File: src/verilog/dma_pkg.sv
package dma_pkg;

    // ####################################################################
    // Widths
    // ####################################################################

    localparam int ADDR_W = 32;
    localparam int DATA_W = 32;
    localparam int TAG_W  = 4;
    localparam int BASE_W = 24;  // Byte address in the low 16 MB.
    localparam int CNT_W  = 8;   // Word count, 1 to 255.
    localparam int RESP_W = 2;

    localparam logic [RESP_W-1:0] RESP_OKAY = 2'b00;

    // ####################################################################
    // Job, descriptor and data words
    // ####################################################################

    typedef struct packed {
        logic [TAG_W-1:0]  tag;
        logic [ADDR_W-1:0] desc_addr;
    } dma_job_t;

    typedef struct packed {
        logic [BASE_W-1:0] base;
        logic [CNT_W-1:0]  count;
    } dma_desc_t;

    // One read-data word, seen as a descriptor or as payload.
    typedef union packed {
        dma_desc_t         desc;
        logic [DATA_W-1:0] raw;
    } dma_word_u;

    typedef struct packed {
        logic [ADDR_W-1:0] addr;
    } dma_rd_req_t;

    typedef struct packed {
        logic [DATA_W-1:0] data;
        logic [RESP_W-1:0] resp;
    } dma_rd_rsp_t;

    typedef struct packed {
        logic [TAG_W-1:0]  tag;
        logic              err;   // Read failed, data is the address.
        logic              last;  // Final word of the job.
        logic [DATA_W-1:0] data;
    } dma_out_t;

endpackage
File: src/verilog/dma_manager.sv
`timescale 1ns/1ps

module dma_manager #(
    parameter int NUM_CH          = 4,
    parameter int MAX_OUTSTANDING = 4
) (
    input  logic                       clk,
    input  logic                       rst_n,
    input  dma_pkg::dma_job_t          job,
    input  logic                       job_valid,
    output logic                       job_ready,
    output logic [dma_pkg::ADDR_W-1:0] araddr,
    output logic [2:0]                 arprot,
    output logic                       arvalid,
    input  logic                       arready,
    input  logic [dma_pkg::DATA_W-1:0] rdata,
    input  logic [dma_pkg::RESP_W-1:0] rresp,
    input  logic                       rvalid,
    output logic                       rready,
    output dma_pkg::dma_out_t          out,
    output logic                       out_valid,
    input  logic                       fifo_full
);

    logic [NUM_CH-1:0]                 idle;
    logic [NUM_CH-1:0]                 start;
    dma_pkg::dma_job_t                 ch_job;
    dma_pkg::dma_rd_req_t [NUM_CH-1:0] rd_req;
    logic [NUM_CH-1:0]                 rd_valid;
    logic [NUM_CH-1:0]                 rd_ready;
    dma_pkg::dma_rd_rsp_t              rd_rsp;
    logic [NUM_CH-1:0]                 rsp_valid;
    dma_pkg::dma_out_t [NUM_CH-1:0]    ch_out;
    logic [NUM_CH-1:0]                 ch_valid;
    logic [NUM_CH-1:0]                 ch_ready;

    dma_job_dispatch #(
        .NUM_CH (NUM_CH)
    ) dispatch0 (
        .clk       (clk),
        .rst_n     (rst_n),
        .job       (job),
        .job_valid (job_valid),
        .job_ready (job_ready),
        .idle      (idle),
        .start     (start),
        .ch_job    (ch_job)
    );

    for (genvar i = 0; i < NUM_CH; i++) begin : g_ch
        dma_channel ch0 (
            .clk       (clk),
            .rst_n     (rst_n),
            .start     (start[i]),
            .job       (ch_job),
            .idle      (idle[i]),
            .rd_req    (rd_req[i]),
            .rd_valid  (rd_valid[i]),
            .rd_ready  (rd_ready[i]),
            .rd_rsp    (rd_rsp),
            .rsp_valid (rsp_valid[i]),
            .out       (ch_out[i]),
            .out_valid (ch_valid[i]),
            .out_ready (ch_ready[i])
        );
    end

    dma_axi_arbiter #(
        .NUM_CH          (NUM_CH),
        .MAX_OUTSTANDING (MAX_OUTSTANDING)
    ) arb0 (
        .clk       (clk),
        .rst_n     (rst_n),
        .rd_req    (rd_req),
        .rd_valid  (rd_valid),
        .rd_ready  (rd_ready),
        .rd_rsp    (rd_rsp),
        .rsp_valid (rsp_valid),
        .ch_out    (ch_out),
        .ch_valid  (ch_valid),
        .ch_ready  (ch_ready),
        .araddr    (araddr),
        .arprot    (arprot),
        .arvalid   (arvalid),
        .arready   (arready),
        .rdata     (rdata),
        .rresp     (rresp),
        .rvalid    (rvalid),
        .rready    (rready),
        .out       (out),
        .out_valid (out_valid),
        .fifo_full (fifo_full)
    );

endmodule

File: src/verilog/dma_axi_arbiter.sv
`timescale 1ns/1ps

module dma_axi_arbiter #(
    parameter int NUM_CH          = 4,
    parameter int MAX_OUTSTANDING = 4
) (
    input  logic                                 clk,
    input  logic                                 rst_n,
    input  dma_pkg::dma_rd_req_t [NUM_CH-1:0]    rd_req,
    input  logic [NUM_CH-1:0]                    rd_valid,
    output logic [NUM_CH-1:0]                    rd_ready,
    output dma_pkg::dma_rd_rsp_t                 rd_rsp,
    output logic [NUM_CH-1:0]                    rsp_valid,
    input  dma_pkg::dma_out_t [NUM_CH-1:0]       ch_out,
    input  logic [NUM_CH-1:0]                    ch_valid,
    output logic [NUM_CH-1:0]                    ch_ready,
    output logic [dma_pkg::ADDR_W-1:0]           araddr,
    output logic [2:0]                           arprot,
    output logic                                 arvalid,
    input  logic                                 arready,
    input  logic [dma_pkg::DATA_W-1:0]           rdata,
    input  logic [dma_pkg::RESP_W-1:0]           rresp,
    input  logic                                 rvalid,
    output logic                                 rready,
    output dma_pkg::dma_out_t                    out,
    output logic                                 out_valid,
    input  logic                                 fifo_full
);

    localparam int CH_W  = (NUM_CH > 1) ? $clog2(NUM_CH) : 1;
    localparam int PTR_W = (MAX_OUTSTANDING > 1) ? $clog2(MAX_OUTSTANDING) : 1;
    localparam int CNT_W = $clog2(MAX_OUTSTANDING + 1);
    localparam logic [2:0] AR_PROT = 3'b001;

    // {found, index} of the first request at or after ptr.
    function automatic logic [CH_W:0] rr_pick(input logic [NUM_CH-1:0] req,
                                              input logic [CH_W-1:0]   ptr);
        logic [CH_W:0] res;
        int            idx;
        res = '0;
        for (int k = NUM_CH - 1; k >= 0; k--) begin
            idx = (int'(ptr) + k) % NUM_CH;
            if (req[idx]) res = {1'b1, CH_W'(idx)};
        end
        return res;
    endfunction

    function automatic logic [CH_W-1:0] rr_next(input logic [CH_W-1:0] cur);
        return (int'(cur) == NUM_CH - 1) ? '0 : cur + 1'b1;
    endfunction

    function automatic logic [PTR_W-1:0] gf_next(input logic [PTR_W-1:0] cur);
        return (int'(cur) == MAX_OUTSTANDING - 1) ? '0 : cur + 1'b1;
    endfunction

    logic [CH_W:0]    ar_pick;
    logic [CH_W:0]    ob_pick;
    logic [CH_W-1:0]  ar_ptr;
    logic [CH_W-1:0]  ob_ptr;
    logic             ar_grant;
    logic             ob_load;
    logic [CH_W-1:0]  gf_mem [MAX_OUTSTANDING];
    logic [PTR_W-1:0] gf_wr;
    logic [PTR_W-1:0] gf_rd;
    logic [CNT_W-1:0] gf_cnt;
    logic             gf_pop;

    // ####################################################################
    // AR grant and grant FIFO
    // ####################################################################

    assign ar_pick  = rr_pick(rd_valid, ar_ptr);
    assign ar_grant = (!arvalid || arready) && ar_pick[CH_W]
                      && (gf_cnt != CNT_W'(MAX_OUTSTANDING));
    assign gf_pop   = rvalid && rready;
    assign rready   = (gf_cnt != '0);
    assign arprot   = AR_PROT;
    assign rd_rsp.data = rdata;
    assign rd_rsp.resp = rresp;

    always_comb begin
        rd_ready  = '0;
        rsp_valid = '0;
        ch_ready  = '0;
        if (ar_grant) rd_ready[ar_pick[CH_W-1:0]] = 1'b1;
        if (gf_pop) rsp_valid[gf_mem[gf_rd]] = 1'b1;  // Oldest grant.
        if (ob_load && ob_pick[CH_W]) ch_ready[ob_pick[CH_W-1:0]] = 1'b1;
    end

    always_ff @(posedge clk or negedge rst_n) begin
        if (!rst_n) begin
            arvalid <= 1'b0;
            ar_ptr  <= '0;
            gf_wr   <= '0;
            gf_rd   <= '0;
            gf_cnt  <= '0;
        end else begin
            if (!arvalid || arready) arvalid <= ar_grant;
            if (ar_grant) begin
                ar_ptr <= rr_next(ar_pick[CH_W-1:0]);
                gf_wr  <= gf_next(gf_wr);
            end
            if (gf_pop) gf_rd <= gf_next(gf_rd);
            gf_cnt <= gf_cnt + CNT_W'(ar_grant) - CNT_W'(gf_pop);
        end
    end

    always_ff @(posedge clk) begin
        if (ar_grant) begin
            araddr        <= rd_req[ar_pick[CH_W-1:0]].addr;
            gf_mem[gf_wr] <= ar_pick[CH_W-1:0];
        end
    end

    // ####################################################################
    // Output merge
    // ####################################################################

    assign ob_pick = rr_pick(ch_valid, ob_ptr);
    assign ob_load = !fifo_full;  // Held while full.

    always_ff @(posedge clk or negedge rst_n) begin
        if (!rst_n) begin
            out_valid <= 1'b0;
            ob_ptr    <= '0;
        end else if (ob_load) begin
            out_valid <= ob_pick[CH_W];
            if (ob_pick[CH_W]) ob_ptr <= rr_next(ob_pick[CH_W-1:0]);
        end
    end

    always_ff @(posedge clk) begin
        if (ob_load && ob_pick[CH_W]) begin
            out <= ch_out[ob_pick[CH_W-1:0]];
        end
    end

endmodule

File: src/verilog/dma_channel.sv
`timescale 1ns/1ps

module dma_channel (
    input  logic                 clk,
    input  logic                 rst_n,
    input  logic                 start,
    input  dma_pkg::dma_job_t    job,
    output logic                 idle,
    output dma_pkg::dma_rd_req_t rd_req,
    output logic                 rd_valid,
    input  logic                 rd_ready,
    input  dma_pkg::dma_rd_rsp_t rd_rsp,
    input  logic                 rsp_valid,
    output dma_pkg::dma_out_t    out,
    output logic                 out_valid,
    input  logic                 out_ready
);

    typedef enum logic [2:0] {
        ST_IDLE,
        ST_FETCH,   // Descriptor read on AR.
        ST_DWAIT,
        ST_READ,    // Data read on AR.
        ST_RWAIT,
        ST_HOLD
    } state_t;

    state_t                      state;
    logic [dma_pkg::ADDR_W-1:0]  addr;
    logic [dma_pkg::CNT_W-1:0]   remain;
    logic [dma_pkg::TAG_W-1:0]   tag;
    dma_pkg::dma_word_u          word;
    dma_pkg::dma_out_t           rsp_word;
    logic                        rsp_ok;

    assign word        = rd_rsp.data;
    assign rsp_ok      = (rd_rsp.resp == dma_pkg::RESP_OKAY);
    assign idle        = (state == ST_IDLE);
    assign rd_valid    = (state == ST_FETCH) || (state == ST_READ);
    assign rd_req.addr = addr;
    assign out_valid   = (state == ST_HOLD);

    // Error word carries the failing address and closes the job.
    always_comb begin
        rsp_word.tag  = tag;
        rsp_word.err  = !rsp_ok;
        rsp_word.last = !rsp_ok || (remain == dma_pkg::CNT_W'(1));
        rsp_word.data = rsp_ok ? word.raw : dma_pkg::DATA_W'(addr);
    end

    always_ff @(posedge clk or negedge rst_n) begin
        if (!rst_n) begin
            state <= ST_IDLE;
        end else begin
            case (state)
                ST_IDLE:  if (start) state <= ST_FETCH;
                ST_FETCH: if (rd_ready) state <= ST_DWAIT;
                ST_DWAIT: if (rsp_valid) state <= rsp_ok ? ST_READ : ST_HOLD;
                ST_READ:  if (rd_ready) state <= ST_RWAIT;
                ST_RWAIT: if (rsp_valid) state <= ST_HOLD;
                ST_HOLD:  if (out_ready) state <= out.last ? ST_IDLE : ST_READ;
                default:  state <= ST_IDLE;
            endcase
        end
    end

    always_ff @(posedge clk) begin
        if (idle && start) begin
            tag  <= job.tag;
            addr <= job.desc_addr;
        end
        if (state == ST_DWAIT && rsp_valid && rsp_ok) begin
            addr   <= dma_pkg::ADDR_W'(word.desc.base);
            remain <= word.desc.count;
        end
        if (rsp_valid && (state == ST_RWAIT || (state == ST_DWAIT && !rsp_ok))) begin
            out <= rsp_word;
        end
        if (out_valid && out_ready) begin
            addr   <= addr + dma_pkg::ADDR_W'(4);  // Next word.
            remain <= remain - 1'b1;
        end
    end

endmodule

File: src/verilog/dma_job_dispatch.sv
`timescale 1ns/1ps

module dma_job_dispatch #(
    parameter int NUM_CH = 4
) (
    input  logic              clk,
    input  logic              rst_n,
    input  dma_pkg::dma_job_t job,
    input  logic              job_valid,
    output logic              job_ready,
    input  logic [NUM_CH-1:0] idle,
    output logic [NUM_CH-1:0] start,
    output dma_pkg::dma_job_t ch_job
);

    logic [NUM_CH-1:0] pick;
    logic              accept;

    assign accept = job_valid && job_ready;

    // Lowest-numbered idle channel wins.
    always_comb begin
        pick = '0;
        for (int i = NUM_CH - 1; i >= 0; i--) begin
            if (idle[i]) begin
                pick    = '0;
                pick[i] = 1'b1;
            end
        end
    end

    // A channel that gets start this cycle leaves idle on the next one,
    // so it is masked out of the ready decision right away.
    always_ff @(posedge clk or negedge rst_n) begin
        if (!rst_n) begin
            start     <= '0;
            job_ready <= 1'b0;
        end else begin
            start     <= accept ? pick : '0;
            job_ready <= !accept && |(idle & ~start);
        end
    end

    always_ff @(posedge clk) begin
        if (accept) begin
            ch_job <= job;  // Shared by all channels.
        end
    end

endmodule

File: config.mk
export PLATFORM = sky130hd
export DESIGN_NAME = dma_manager
export DESIGN_NICKNAME = d
export VERILOG_FILES = /design/src/verilog/dma_pkg.sv /design/src/verilog/dma_manager.sv /design/src/verilog/dma_axi_arbiter.sv /design/src/verilog/dma_channel.sv /design/src/verilog/dma_job_dispatch.sv
export SDC_FILE = /design/constraint.sdc
export NUM_CORES = 1
export LEC_CHECK = 0
export BUFFER_PORTS_ARGS = -buffer_cell sky130_fd_sc_hd__buf_2
export CAP_MARGIN = 20
export CORE_UTILIZATION = 43
export CTS_BUF_LIST = sky130_fd_sc_hd__clkbuf_4 sky130_fd_sc_hd__clkbuf_8
export CTS_CLUSTER_SIZE = 14
export DETAILED_ROUTE_END_ITERATION = 8
export PLACE_DENSITY = 0.7
export SKIP_CTS_REPAIR_TIMING = 1
export SYNTH_ARGS = -nofsm -noshare
export SYNTH_HDL_FRONTEND = slang
export SYNTH_HIERARCHICAL = 1
export SYNTH_SLANG_ARGS = --single-unit
File: constraint.sdc
create_clock -name clk -period 4.75 [get_ports clk]
set_input_delay 0.475 -clock clk [delete_from_list [all_inputs] [get_ports clk]]
set_output_delay 0.475 -clock clk [all_outputs]
set_load 0.01 [all_outputs]
==> flow_summary.yaml <==
synth:
  netlist_area_um2: 25360
  yosys-top-cells-area: "edfxtp_1 (52%), mux2i_1 (6.5%), mux2_2 (5.9%), nand2_1 (4.2%), dfrtp_1 (3.0%)"
  synth_area_leader_cell: "edfxtp_1"
  synth_edf_count: 442
  yosysTopAreaCellShare_pct: 52.34
  netlist_instances: 2113
  avgSynthCellArea_um2: 12.00
  yosys_warnings: 6
  synth_seq_cells: 472
  synth.yosys.seq_area_share_pct: 55.30
  ys.flop_type: "edfxtp_1"
  yosysUniqueCellTypes: 71
  async_reset_ff_share_pct: 6.356
timing:
  rsz0062_at_grt: "no"
  slew_headroom_pct: 23.22
  worst_pin_slew_ns: 1.141
  fin_setup_tns_ns: 0
  max_freq_ghz: 0.2881
  hold_violations: 0
  skew_ns: 0.03446
  period_share_pct: 73.07
  setup_viol: 0
  fin_crit_ns: 3.471
  slew_viol_final: 0
cts:
  cts_sinks: 472
  cts_tree: "done"
  cts_buffer_depth: 3
  cts-root-buf: "clkbuf_8"
  numCtsBuffers: 80
  clkTransAtPathRegs_ns: 0.07
  insertion_delay_ns: 0.67
  htree_levels: 3
setup_path:
  critPathKind: "reg2reg"
  crit_path_start_kind: "flop"
  worstPathArrival_ns: 3.84
  crit_path_end_kind: "flop"
  path_max_fanout: 30
  critPathRequiredTime_ns: 5.12
run_status:
  outcome: "finished, final reports clean"
finish:
  fillers: 5080
  seqCellArea_um2: 14020
  area_growth_pct: 11.62
  finish.net_count: 2368
  final_cell_area_um2: 28300
  multiInputGateArea_um2: 10290
  layout-drive-gt1-share_pct: 22.17
pwr:
  pwr-share-comb_pct: 35.2
  internal_power_mw: 9.575
  swShare_pct: 37.67
  peakVddDrop_uv: 372.5
  seq_power_share_pct: 41.2
  p_per_area_nw_per_um2: 542.7
  leakage_nw: 10.19
  power_switching_mw: 5.786
  power_frac_clock_pct: 23.6
global_route:
  grt_pass1_wl_um: 109300
  track_usage_pct: 24.71
  grt_overflow_total: 0
  grt_pass1_vias: 17150
  grt_max_degree: 72
  antenna_found_initial: 5
drt:
  routedWlPerCell_um: 24.42
  first_pass_iters: 6
  ant_nets: 0
  num_vias: 18090
  viasPerCell: 5.851
  drt_iter0_drc: 1954
  drcViolationCount: 0
  routed_wl_um: 75490
floorplan:
  core_area_um2: 58030
  die_h_um: 244.8
  dieWidth_um: 244.8
  rows: 88
  io_pins: 153
  initial_core_util_pct: 43.70
  dieArea_um2: 59940
placed_design:
  postPlaceCellArea_um2: 26450
  io_buffers: 149
  gp_congestion: 0.9422
  hpwl_um: 52300
flow_run:
  drv_cap: 0
min_path:
  min_path_type: "in2reg"
==> metrics by stage <==
step | setup WS, ns | hold slack, ns | util [%] | std cells | power [mW]
floorplan | 0.1760 | 0.1794 | - | 2114 | 9.874
global placement | 1.447 | 0.4027 | 45.59 | 2916 | 11.60
detailed placement | 1.386 | 0.4045 | 45.59 | 2916 | 11.75
CTS | 1.345 | -0.1469 | 48.23 | 3057 | 15.39
global route | 1.095 | 0.0002848 | 48.77 | 3090 | 16.04
finish | 1.279 | 0.01079 | 48.78 | 3091 | 15.36
==> registers in the layout, indices dropped and copies added (netlist names) <==
signal	cells
arb0/gf_wr	2
arb0/out	38
g_ch.ch0/rd_req	128
dispatch0/start	4
arb0/out_valid	1
arb0/ob_ptr	2
arb0/gf_cnt	3
arb0/gf_mem	8
dispatch0/ch_job	36
dispatch0/job_ready	1
g_ch.ch0/state	12
g_ch.ch0/tag	16
g_ch.ch0/remain	32
arb0/araddr	32
arb0/gf_rd	2
g_ch.ch0/out	152
arb0/ar_ptr	2
arb0/arvalid	1
==> worst paths after layout <==
check | slack, ns | startpoint | end | cells past startpoint
min in group asynchronous | 0.44 | rst_n | arb0/ob_ptr[1] | 2
setup reg to reg | 1.28 | g_ch[3].ch0/state[2] | g_ch[1].ch0/rd_req[9] | 9
max in group asynchronous | 3.81 | rst_n | arb0/gf_wr[1] | 2
hold / removal | 0.01 | job[21] | dispatch0/ch_job[21] | 1
setup / recovery | 1.28 | g_ch[3].ch0/state[2] | g_ch[1].ch0/rd_req[9] | 9
hold reg to reg | 0.41 | g_ch[3].ch0/tag[2] | g_ch[3].ch0/out[36] | 0
==> cells in the final DEF (no fill, tap or decap), types with 11 or more instances in the layout <==
master | netlist | routed
nand3_1 | 50 | 50
clkbuf_8 | 0 | 81
xnor2_1 | 77 | 77
ha_1 | 27 | 27
and3_2 | 7 | 11
mux2i_1 | 164 | 164
o21ai_0 | 93 | 93
nand4_1 | 33 | 33
dlygate4sd3_1 | 0 | 31
nor2_1 | 60 | 56
a21oi_1 | 88 | 87
clkinv_1 | 1 | 20
nor4_2 | 17 | 17
buf_4 | 54 | 31
and3_1 | 28 | 24
buf_2 | 41 | 149
nand2_1 | 281 | 281
dfrtp_1 | 30 | 30
a32oi_1 | 32 | 32
and2_1 | 17 | 17
nand2b_1 | 19 | 19
edfxtp_1 | 442 | 442
mux2_2 | 132 | 132
inv_1 | 53 | 52
nor2b_1 | 49 | 49
xor2_1 | 57 | 57
a211oi_1 | 43 | 43
nor3_1 | 29 | 29
clkbuf_4 | 1 | 29
o21ai_1 | 27 | 27
==> layout make-up <==
cell class | count | share of cell area [%]
inverter | 55 | 0.7294
clock buffer | 110 | 4.708
tap | 765 | 3.382
clock inverter | 31 | 0.7117
multi-input combinational | 1444 | 36.34
sequential | 472 | 49.55
antenna | 3 | 0.02652
timing repair buffer | 211 | 4.553
==> synthesized netlist by cell type (12+ instances only) <==
master	count
edfxtp_1	442
nand4_1	33
buf_4	54
nor4_2	17
nor2_1	60
nand3_1	50
clkbuf_1	28
a21oi_1	88
o21ai_1	27
nand2_1	281
nand2b_1	19
buf_6	12
nor3_1	29
nor2b_1	49
xnor2_1	77
a211oi_1	43
inv_1	53
buf_2	41
xor2_1	57
ha_1	27
o21ai_0	93
a32oi_1	32
dfrtp_1	30
and2_1	17
mux2i_1	164
and3_1	28
mux2_2	132
==> worst max-delay path, stage by stage, from the launching register on <==
cell and delay [ns]:
dfrtp_1 0.50, and2b_1 0.26, and2_1 0.22, nor4_1 0.55
nor2_4 0.24, and2_1 0.28, nor3b_4 0.18, nor2_2 0.49
nand2_1 0.12, buf_4 0.29
==> cells by family after synthesis <==
family	synth area share, %
flops	55.30
fa+ha+maj	1.411
xor+xnor	4.628
mux	12.69
buf+inv	4.569
simple gates	13.61
other cells	0.02962
compound gates	7.752
==> layer usage <==
| metal | track usage (%) | wire (um) | vias to the layer above |
|---|---|---|---|
| met5 | 0 | 0 | - |
| met4 | 11.34 | 3075 | 0 |
| met3 | 5.390 | 8095 | 162 |
| met2 | 37.81 | 33910 | 1008 |
| met1 | 33.48 | 30410 | 8829 |
| li1 | - | - | 8087 |
==> power by group through the flow <==
| stage | sequential, mW | clock [mW] | combinational (mW) |
|---|---|---|---|
| 3_3_place_gp | 6.36 | 0 | 5.24 |
| 5_1_grt | 6.40 | 3.87 | 5.77 |
| 2_1_floorplan | 6.31 | 0 | 3.57 |
| 6_report | 6.33 | 3.62 | 5.41 |
| 4_1_cts | 6.32 | 3.70 | 5.37 |
| 3_5_place_dp | 6.40 | 0 | 5.35 |
Note: power is estimated with default switching activity, not from simulation.
